--- src/include/predictor_consts.svh ---
// Branch predictor sizing constants
// Reset PC and RISC-V opcodes used by fetch and resolution

`ifndef PREDICTOR_CONSTS_SVH
`define PREDICTOR_CONSTS_SVH

// BTB depth, direct mapped
`define BTB_ENTRIES 32

// Global history width, also the PHT index width
`define GHR_BITS 5

// Fetch address after reset
`define PC_START 32'h0000_0000

// Conditional branch group (beq, bne, ...)
`define OP_BRANCH 7'b1100011

// Unconditional jumps
`define OP_JAL  7'b1101111
`define OP_JALR 7'b1100111

`endif

--- src/verilog/predictorPkg.sv ---
// Shared types of the fetch branch predictor
// Address and index vectors, counter states, resolution record

`include "predictor_consts.svh"

package predictorPkg;

    // Instruction address and opcode
    typedef logic [31:0] addrT;
    typedef logic [6:0]  opcodeT;

    // BTB index comes from PC[6:2], tag is everything above it
    typedef logic [$clog2(`BTB_ENTRIES)-1:0]      btbIdxT;
    typedef logic [31-$clog2(`BTB_ENTRIES)-2:0]   btbTagT;

    // Gshare index, same width as the history
    typedef logic [`GHR_BITS-1:0] phtIdxT;

    // 2-bit saturating counter
    typedef enum logic [1:0] {
        strongNot   = 2'b00,
        weakNot     = 2'b01,
        weakTaken   = 2'b10,
        strongTaken = 2'b11
    } ctrStateT;

    // Outcome of one branch or jump as seen by execute
    typedef struct packed {
        logic   valid;
        addrT   pc;
        logic   isBranch;
        logic   isJump;
        logic   taken;
        addrT   target;
        logic   predTaken;   // what fetch guessed
        phtIdxT phtIdx;      // index fetch used, returned for the update
    } resolveT;

endpackage

--- src/verilog/targetBuffer.sv ---
// Direct-mapped branch target buffer
// Tag compare lookup for the fetch PC, write port for resolved branches

`timescale 1ns/1ps
`include "predictor_consts.svh"

module targetBuffer
    import predictorPkg::*;
(
    input  logic    clk,
    input  logic    reset,
    input  addrT    pc_i,
    output logic    hit_o,
    output logic    isJump_o,
    output addrT    target_o,
    input  logic    we_i,
    input  resolveT resolve_i
);

    localparam int IdxBits = $clog2(`BTB_ENTRIES);

    btbIdxT rdIdx;
    btbTagT rdTag;
    btbIdxT wrIdx;
    btbTagT wrTag;

    // Per-entry state
    logic   entryValid [`BTB_ENTRIES];
    btbTagT tagMem     [`BTB_ENTRIES];
    addrT   targetMem  [`BTB_ENTRIES];
    logic   jumpMem    [`BTB_ENTRIES];

    // Word address bits select the entry
    assign rdIdx = pc_i[IdxBits+1:2];
    assign rdTag = pc_i[31:IdxBits+2];
    assign wrIdx = resolve_i.pc[IdxBits+1:2];
    assign wrTag = resolve_i.pc[31:IdxBits+2];

    // Zero-cycle lookup
    assign hit_o    = entryValid[rdIdx] && (tagMem[rdIdx] == rdTag);
    assign isJump_o = jumpMem[rdIdx];
    assign target_o = targetMem[rdIdx];

    // Valid bits are the only control state here
    always_ff @(posedge clk) begin
        if (reset) begin
            for (int i = 0; i < `BTB_ENTRIES; i++) begin
                entryValid[i] <= 1'b0;
            end
        end else if (we_i) begin
            entryValid[wrIdx] <= 1'b1;
        end
    end

    // Payload written alongside the valid bit
    always_ff @(posedge clk) begin
        if (we_i) begin
            tagMem[wrIdx]    <= wrTag;
            targetMem[wrIdx] <= resolve_i.target;
            jumpMem[wrIdx]   <= resolve_i.isJump;
        end
    end

endmodule

--- src/verilog/gsharePht.sv ---
// Gshare direction predictor
// Global history register, XOR index and table of 2-bit counters

`timescale 1ns/1ps
`include "predictor_consts.svh"

module gsharePht
    import predictorPkg::*;
(
    input  logic   clk,
    input  logic   reset,
    input  addrT   pc_i,
    input  logic   hit_i,
    input  logic   isJump_i,
    input  logic   shift_i,
    input  logic   clear_i,
    input  logic   we_i,
    input  logic   inc_i,
    input  phtIdxT updIdx_i,
    output logic   predTaken_o,
    output phtIdxT phtIdx_o
);

    localparam int PhtEntries = 1 << `GHR_BITS;

    phtIdxT   ghr;
    ctrStateT phtMem [PhtEntries];
    ctrStateT curCtr;
    ctrStateT nextCtr;

    // PC word bits folded with history
    assign phtIdx_o = pc_i[`GHR_BITS+1:2] ^ ghr;

    // Jumps always go, branches follow the counter MSB, misses fall through
    assign predTaken_o = hit_i && (isJump_i || phtMem[phtIdx_o][1]);

    assign curCtr = phtMem[updIdx_i];

    // Saturating step
    always_comb begin
        nextCtr = curCtr;
        case (curCtr)
            strongNot:   nextCtr = inc_i ? weakNot     : strongNot;
            weakNot:     nextCtr = inc_i ? weakTaken   : strongNot;
            weakTaken:   nextCtr = inc_i ? strongTaken : weakNot;
            strongTaken: nextCtr = inc_i ? strongTaken : weakTaken;
            default:     nextCtr = weakNot;
        endcase
    end

    // Clear on mispredict beats the speculative shift
    always_ff @(posedge clk) begin
        if (reset) begin
            ghr <= '0;
        end else if (clear_i) begin
            ghr <= '0;
        end else if (shift_i) begin
            ghr <= {ghr[`GHR_BITS-2:0], predTaken_o};
        end
    end

    always_ff @(posedge clk) begin
        if (reset) begin
            for (int i = 0; i < PhtEntries; i++) begin
                phtMem[i] <= weakNot;
            end
        end else if (we_i) begin
            phtMem[updIdx_i] <= nextCtr;
        end
    end

    // A counter update needs a known index and direction
    phtWriteKnownAssert : assert property (
        @(posedge clk) disable iff (reset) we_i |-> !$isunknown({inc_i, updIdx_i})
    );

endmodule

--- src/verilog/predictControl.sv ---
// Execute-side resolution control
// Mispredict detection, redirect address and table write enables

`timescale 1ns/1ps

module predictControl
    import predictorPkg::*;
(
    input  resolveT resolve_i,
    output logic    mispredict_o,
    output addrT    redirectPc_o,
    output logic    btbWe_o,
    output logic    phtWe_o,
    output logic    phtInc_o
);

    logic branchWrong;
    logic jumpWrong;

    // Branch guessed the wrong direction
    assign branchWrong = resolve_i.isBranch && (resolve_i.predTaken != resolve_i.taken);

    // Jump that fetch did not follow
    assign jumpWrong = resolve_i.isJump && !resolve_i.predTaken;

    assign mispredict_o = resolve_i.valid && (branchWrong || jumpWrong);

    // Undo a taken guess with pc+4, otherwise go to the real target
    assign redirectPc_o = resolve_i.predTaken ? (resolve_i.pc + 32'd4) : resolve_i.target;

    // BTB learns taken branches and all jumps
    assign btbWe_o = resolve_i.valid
                   && ((resolve_i.isBranch && resolve_i.taken) || resolve_i.isJump);

    // Counters only train on conditional branches
    assign phtWe_o  = resolve_i.valid && resolve_i.isBranch;
    assign phtInc_o = resolve_i.taken;

    // A resolved instruction is a branch or a jump, never both
    always_comb begin
        if (resolve_i.valid) begin
            assert (!(resolve_i.isBranch && resolve_i.isJump))
                else $error("predictControl: resolution marked as both branch and jump");
        end
    end

endmodule

--- src/verilog/fetchPc.sv ---
// Fetch program counter
// Next-PC priority of redirect, stall, predicted target and pc+4

`timescale 1ns/1ps
`include "predictor_consts.svh"

module fetchPc
    import predictorPkg::*;
(
    input  logic clk,
    input  logic reset,
    input  logic stall_i,
    input  logic predTaken_i,
    input  addrT target_i,
    input  logic redirect_i,
    input  addrT redirectPc_i,
    output addrT pc_o
);

    addrT pcNext;

    always_comb begin
        if (redirect_i) begin
            pcNext = redirectPc_i;     // execute overrides a stall
        end else if (stall_i) begin
            pcNext = pc_o;
        end else if (predTaken_i) begin
            pcNext = target_i;
        end else begin
            pcNext = pc_o + 32'd4;
        end
    end

    always_ff @(posedge clk) begin
        if (reset) begin
            pc_o <= `PC_START;
        end else begin
            pc_o <= pcNext;
        end
    end

    // Targets from the BTB and redirects from execute keep alignment
    pcAlignAssert : assert property (
        @(posedge clk) disable iff (reset) pc_o[1:0] == 2'b00
    );

endmodule

--- src/verilog/fetchPredictor.sv ---
// Fetch-side branch prediction unit, top level
// Wires resolution control, BTB, gshare table and fetch PC together

`timescale 1ns/1ps
`include "predictor_consts.svh"

module fetchPredictor
    import predictorPkg::*;
(
    input  logic    clk,
    input  logic    reset,
    input  logic    stall_i,
    input  opcodeT  fetchOp_i,
    input  resolveT resolve_i,
    output addrT    pcF_o,
    output logic    predTaken_o,
    output phtIdxT  phtIdx_o,
    output logic    mispredict_o
);

    // Resolution side
    addrT redirectPc;
    logic btbWe;
    logic phtWe;
    logic phtInc;

    // Fetch side lookup
    logic btbHit;
    logic btbIsJump;
    addrT btbTarget;

    predictControl i_predictControl (
        .resolve_i    (resolve_i),
        .mispredict_o (mispredict_o),
        .redirectPc_o (redirectPc),
        .btbWe_o      (btbWe),
        .phtWe_o      (phtWe),
        .phtInc_o     (phtInc)
    );

    targetBuffer i_targetBuffer (
        .clk       (clk),
        .reset     (reset),
        .pc_i      (pcF_o),
        .hit_o     (btbHit),
        .isJump_o  (btbIsJump),
        .target_o  (btbTarget),
        .we_i      (btbWe),
        .resolve_i (resolve_i)
    );

    // History shifts only for branches actually fetched this cycle
    gsharePht i_gsharePht (
        .clk         (clk),
        .reset       (reset),
        .pc_i        (pcF_o),
        .hit_i       (btbHit),
        .isJump_i    (btbIsJump),
        .shift_i     (!stall_i && (fetchOp_i == `OP_BRANCH)),
        .clear_i     (mispredict_o),
        .we_i        (phtWe),
        .inc_i       (phtInc),
        .updIdx_i    (resolve_i.phtIdx),
        .predTaken_o (predTaken_o),
        .phtIdx_o    (phtIdx_o)
    );

    fetchPc i_fetchPc (
        .clk          (clk),
        .reset        (reset),
        .stall_i      (stall_i),
        .predTaken_i  (predTaken_o),
        .target_i     (btbTarget),
        .redirect_i   (mispredict_o),
        .redirectPc_i (redirectPc),
        .pc_o         (pcF_o)
    );

endmodule

--- config.mk ---
export PLATFORM = sky130hd
export DESIGN_NAME = fetchPredictor
export DESIGN_NICKNAME = d
export VERILOG_FILES = /design/src/verilog/predictorPkg.sv /design/src/verilog/targetBuffer.sv /design/src/verilog/gsharePht.sv /design/src/verilog/predictControl.sv /design/src/verilog/fetchPc.sv /design/src/verilog/fetchPredictor.sv
export VERILOG_INCLUDE_DIRS = /design/src /design/src/include
export SDC_FILE = /design/constraint.sdc
export NUM_CORES = 2
export LEC_CHECK = 0
export BUFFER_PORTS_ARGS = -buffer_cell sky130_fd_sc_hd__buf_4
export CAP_MARGIN = 20
export CORE_UTILIZATION = 57
export DETAILED_ROUTE_END_ITERATION = 12
export GPL_ROUTABILITY_DRIVEN = 0
export PLACE_DENSITY_LB_ADDON = 0.05
export SLEW_MARGIN = 20
export SYNTH_ARGS = -nofsm -noshare
export SYNTH_HDL_FRONTEND = slang
export SYNTH_SLANG_ARGS = --single-unit
--- constraint.sdc ---
create_clock -name clk -period 4 [get_ports clk]
set_clock_uncertainty 0.05 [all_clocks]
set_input_delay 0.6 -clock clk [delete_from_list [all_inputs] [get_ports clk]]
set_output_delay 0.6 -clock clk [all_outputs]
set_load 0.02 [all_outputs]
======== Word level (Yosys, flattened, before mapping) ========
Memories as Yosys holds them, arrays and structs flattened. A register that Yosys moved wholly into a read port is not among the register bits.
Index checks and enable logic that the tools add are counted.
storage, ports and cells
  bits in registers ....................... 37
  RAM bits ................................ 1952
  bits of input ports ..................... 84
  output and inout port bits .............. 39
  logic and storage cells ................. 67
  memories ................................ 5
cells by class
  add/sub/neg operators ................... 2
  eq/ne operators ......................... 7
  muxes and demuxes ....................... 32
  bitwise logic cells ..................... 1
  reductions and logical operators ........ 18
memory list
  memory                     depth  bits a word  rd ports  clocked after memory_dff  write ports  RTL line            source
  i_targetBuffer.targetMem   32     32           1         1                         1            targetBuffer.sv:30  addrT targetMem [`BTB_ENTRIES];
  i_targetBuffer.tagMem      32     25           1         1                         1            targetBuffer.sv:29  btbTagT tagMem [`BTB_ENTRIES];
  i_gsharePht.phtMem         32     2            2         0                         32           gsharePht.sv:27     ctrStateT phtMem [PhtEntries];
  i_targetBuffer.entryValid  32     1            1         1                         32           targetBuffer.sv:28  logic entryValid [`BTB_ENTRIES];
  i_targetBuffer.jumpMem     32     1            1         1                         1            targetBuffer.sv:31  logic jumpMem [`BTB_ENTRIES];
operators by type and width
  cell                     number
  $mux W32                 4
  $add A32 B3 Y32 const B  2
  $mux W5                  10
  $eq A25 B25 Y1           1
  $mux W1                  14
  $logic_and A1 B1 Y1      9
  $pmux W2 S4              1
  $eq A7 B7 Y1 const B     1
  $mux W2                  3
  $xor A5 B5 Y5            1
  $eq A2 B2 Y1 const B     2
  $reduce_or A2 Y1         2
  $logic_or A1 B1 Y1       3
  $eq A2 B1 Y1 const B     1
  $logic_not A1 Y1         2
  $logic_not A2 Y1         1
  $ne A2 B1 Y1 const B     1
  $ne A1 B1 Y1             1
  $reduce_or A1 Y1         1

======== Depth between registers and ports, before layout ========
An unclocked memory read counts as a cell.
  depth in word-level cells ............... 9
  mapped depth ............................ 18

======== Modules after synthesis ========
Synthesis repeated with hierarchy kept, for this count alone.
unflattened totals
  cell total of the unflattened synthesis .. 3922
  area total of the unflattened synthesis .. 79379.9 um^2
modules (own cells, without submodules)
  module          times used  cells each  area an instance (um^2)  seq. area each (um^2)
  targetBuffer    1           3071        71991.5                  56374.1
  gsharePht       1           328         3812.4                   2021.9
  fetchPc         1           346         2484.9                   640.6
  predictControl  1           174         1063.5                   0.0
  fetchPredictor  1           3           27.5                     0.0

======== Least setup slack after synthesis ========
OpenSTA, ideal clock, no wires.
  path kind ............................... input to register
  start ................................... input resolve_i[47] (netlist bit)
  end ..................................... memory i_targetBuffer.jumpMem[16] (enable)
  data arrival time ....................... 3.808 ns
  data required time ...................... 3.474 ns
  path slack .............................. -0.334 ns
  stages .................................. 3
  path buffers ............................ 1
  cell sequence ........................... clkbuf_1 > or3b_2 > nor2_1
RTL lines
  element          RTL line              source
  start, declared  fetchPredictor.sv:14  input resolveT resolve_i,
  end, declared    targetBuffer.sv:31
Straight into the memory's write port.

==> flow_summary.json <==
{
  "drive_gt1_share_pct": 29.5,
  "utilization_pct": 66.6,
  "holdBufCountCts": 0,
  "worstMarginPinSlew_ns": 0.954,
  "r2r_setup_slack_ns": -0.17,
  "antenna_found_initial": 10,
  "drv_cap": 0,
  "layout_setup_ws_ns": -0.651,
  "cts_tree": "yes",
  "ys_seq_elements": 1994,
  "clock_sinks": 1994,
  "grt_max_degree": 131,
  "place_area_um2": 84400,
  "seq_area_frac_synth_pct": 74.4,
  "cts_made_buffers": 197,
  "final_area_um2": 92000,
  "crit_chain": "buf_12 > buf_4 > mux2_2 > a22o_1 > a2111oi_4 > a32oi_2 > xnor2_1 > o21ai_1 > nor4b_2 > and4b_2 > buf_12 > buf_8",
  "clk_latency_ns": 0.83,
  "hold_path_class": "primary input to flip-flop",
  "dp_hpwl_um": 122000,
  "regArea_um2": 59200,
  "power_frac_seq_pct": 50.6,
  "yosys_warnings": 0,
  "outcome": "finished with violations",
  "clk_pin_slew_worst_paths_ns": 0.06,
  "first_pass_iters": 6,
  "vias_per_cell": 6.63,
  "syn_area_per_cell_um2": 20.0,
  "core_um2": 138000,
  "p_sw_mw": 10.4,
  "die_h_um": 375,
  "worstSetupStartpointType": "flip-flop",
  "fmax_ghz": 0.215,
  "synth_top_flop_cell": "edfxtp_1",
  "cp.required_ns": 3.35,
  "fin_crit_sh_pct": 116,
  "rows": 136,
  "p_total_mw": 45.9,
  "syn_nets": 4059,
  "worst_ir_drop_vdd_mv": 0.445,
  "slew-limit-headroom_pct": 36.4,
  "ys_types": 77,
  "ant_nets": 0,
  "crit_family": "compound AO/OA/AOI/OAI gates",
  "grt_usage_pct": 32.2,
  "crit_top_cell": "buf_12",
  "grt_pass1_vias": 41900,
  "leakage_nw": 29.0,
  "dr_total_vias": 42300,
  "synthesis.area_um2": 79500,
  "grt_overflow": 0,
  "n_fill_cell": 9005,
  "dp.cells": 5960,
  "syn_inst": 3970,
  "drc": 0,
  "setup-tns-final_ns": -1.82,
  "crit_arrival_ns": 4.00,
  "die_w_um": 375,
  "hold_viol_final": 0,
  "crit_buf_inv": 4,
  "grt_pass1_wl_um": 314000,
  "max_stage_delay_ns": 0.43,
  "end_kind": "output pin",
  "final_nets": 4438,
  "power_density_nw_per_um2": 499,
  "fin_crit_ns": 4.65,
  "h-tree-depth": 4,
  "synth_edf_count": 1920,
  "final_cells": 6380,
  "synthToLayoutAreaGrowth_pct": 15.7,
  "postSynth.asyncResetShare_pct": 0,
  "clockBufferDepth": 3,
  "portBuffers": 122,
  "crit_path_top_delay_cell": "dfxtp_4",
  "die_area_um2": 141000,
  "route.detailed.wl_per_inst_um": 35.0,
  "crit_type": "flip-flop to output pin",
  "slew_violations": 0,
  "multi_input_area_um2": 19800,
  "rsz0062_at_grt": "yes",
  "setup_viol_count_final": 17,
  "worstPathMaxFanout": 7,
  "violations": "setup timing",
  "wl_um": 223000,
  "p_clk_share_pct": 39.7,
  "power_frac_comb_pct": 9.6,
  "drt_iter0_markers": 5808,
  "swShare_pct": 22.6,
  "initial_core_util_pct": 57.6,
  "p_int_mw": 35.5,
  "io_pins": 123,
  "root_buffer": "clkbuf_16"
}
-- per-layer routing --
layer	vias up	routed length [um]	GRT usage, %
met2	2333	103000	48.5
met1	22500	89200	47.5
met4	14	6160	9.08
met5	-	95	0
met3	374	24800	7.72
li1	17100	-	-
-- flip-flops by register name, indices dropped and copies added (netlist names), named ones only --
| register | flops |
|---|---|
| i_targetBuffer.tagMem | 800 |
| i_targetBuffer.jumpMem | 32 |
| i_targetBuffer.entryValid | 32 |
| i_targetBuffer.targetMem | 1024 |
| i_fetchPc.pc_o | 32 |
| i_gsharePht.ghr | 5 |
| i_gsharePht.phtMem | 64 |
-- power groups by stage --
stage | Sequential, mW | Clock, mW | Combinational (mW)
CTS | 23.2 | 18.4 | 4.32
finish | 23.2 | 18.2 | 4.42
detailed placement | 23.7 | 0 | 4.03
floorplan | 23.6 | 0 | 2.42
global route | 23.2 | 19.2 | 4.63
global placement | 23.7 | 0 | 4.01
-- worst paths after layout --
path	from	end	cells after the start
worst min-delay path	resolve_i[61]	i_targetBuffer.tagMem[27][13]	1
worst max register to register	flip-flop	flip-flop	18
worst max-delay path	flip-flop	predTaken_o	12
worst min register to register	i_targetBuffer.entryValid[6]	i_targetBuffer.entryValid[6]	2
-- cell families after synthesis --
group / after synthesis / share of synthesized area [%]
mux: 698 / 16.6
buf+inv: 246 / 1.63
fa+ha+maj: 7 / 0.104
xor+xnor: 73 / 0.823
compound gates: 312 / 2.67
flops: 1994 / 74.4
simple gates: 640 / 3.75
-- placed cells by master (no fill, tap or decap), types with 21 or more instances in the layout --
| cell type | instances |
|---|---|
| nor2_4 | 31 |
| clkinv_2 | 32 |
| buf_12 | 72 |
| nand2b_1 | 24 |
| edfxtp_1 | 1920 |
| xor2_1 | 27 |
| nor3_1 | 31 |
| clkbuf_1 | 59 |
| nor2_1 | 162 |
| mux2i_1 | 168 |
| and3_1 | 26 |
| buf_4 | 301 |
| a31oi_1 | 21 |
| nand3_1 | 54 |
| xnor2_1 | 36 |
| or2_2 | 21 |
| nand2_1 | 199 |
| clkbuf_16 | 202 |
| o21ai_0 | 42 |
| a22oi_1 | 69 |
| clkinv_1 | 38 |
| a21oi_1 | 69 |
| dfxtp_1 | 68 |
| mux4_2 | 493 |
-- cell type report --
class / instances / area share [%]
inverter: 23 / 0.103
clock buffer: 264 / 5.77
multi-input combinational: 1730 / 21.5
clock inverter: 102 / 1.10
tap: 1863 / 2.53
antenna: 1 / 0.00272
timing repair buffer: 403 / 4.68
sequential: 1994 / 64.3
-- cell usage after synthesis, types with 5 or more instances --
cell type | n | area (um^2)
a31oi_1 | 25 | 156
nand2_1 | 200 | 751
ha_1 | 5 | 62.6
nand3b_1 | 5 | 37.5
a211oi_1 | 11 | 82.6
o211ai_1 | 9 | 67.6
xor2_1 | 28 | 245
a22oi_1 | 71 | 533
a221oi_2 | 5 | 75.1
a21oi_1 | 73 | 365
edfxtp_1 | 1920 | 57700
mux2i_1 | 184 | 1840
o21ba_2 | 6 | 60.1
nand4_1 | 15 | 93.8
nor2_1 | 198 | 743
or3_1 | 9 | 56.3
o21ai_0 | 54 | 270
nor3_1 | 31 | 155
xnor2_1 | 43 | 377
buf_2 | 56 | 280
buf_4 | 23 | 173
mux4_2 | 493 | 11100
a22o_1 | 5 | 43.8
a221oi_1 | 18 | 158
or2_2 | 21 | 131
mux2_2 | 16 | 180
nor2b_1 | 14 | 87.6
nor3_2 | 5 | 50.1
dfxtp_1 | 74 | 1480
inv_1 | 20 | 75.1
a21boi_0 | 5 | 37.5
nand2b_1 | 24 | 150
buf_6 | 24 | 270
and2_1 | 10 | 62.6
and3_1 | 26 | 163
a211oi_2 | 6 | 75.1
nand3_1 | 54 | 270
clkbuf_1 | 97 | 364
buf_1 | 20 | 75.1
-- per-stage QoR --
stage / setup WS, ns / hold slack, ns
6_report: -0.651 / 0.106
2_1_floorplan: -0.334 / 0.385
3_5_place_dp: -0.303 / 0.404
4_1_cts: -0.594 / 0.0492
5_1_grt: -0.731 / 0.0717
3_3_place_gp: -0.242 / 0.395
-- timing repair --
action                                  CTS  global route
cloned                                    8             1
buffers inserted                         32            13
pin swaps                                13            14
resized for setup                        88            31
endpoints found under the setup margin   17            38
Note: power is estimated with default switching activity, not from simulation.
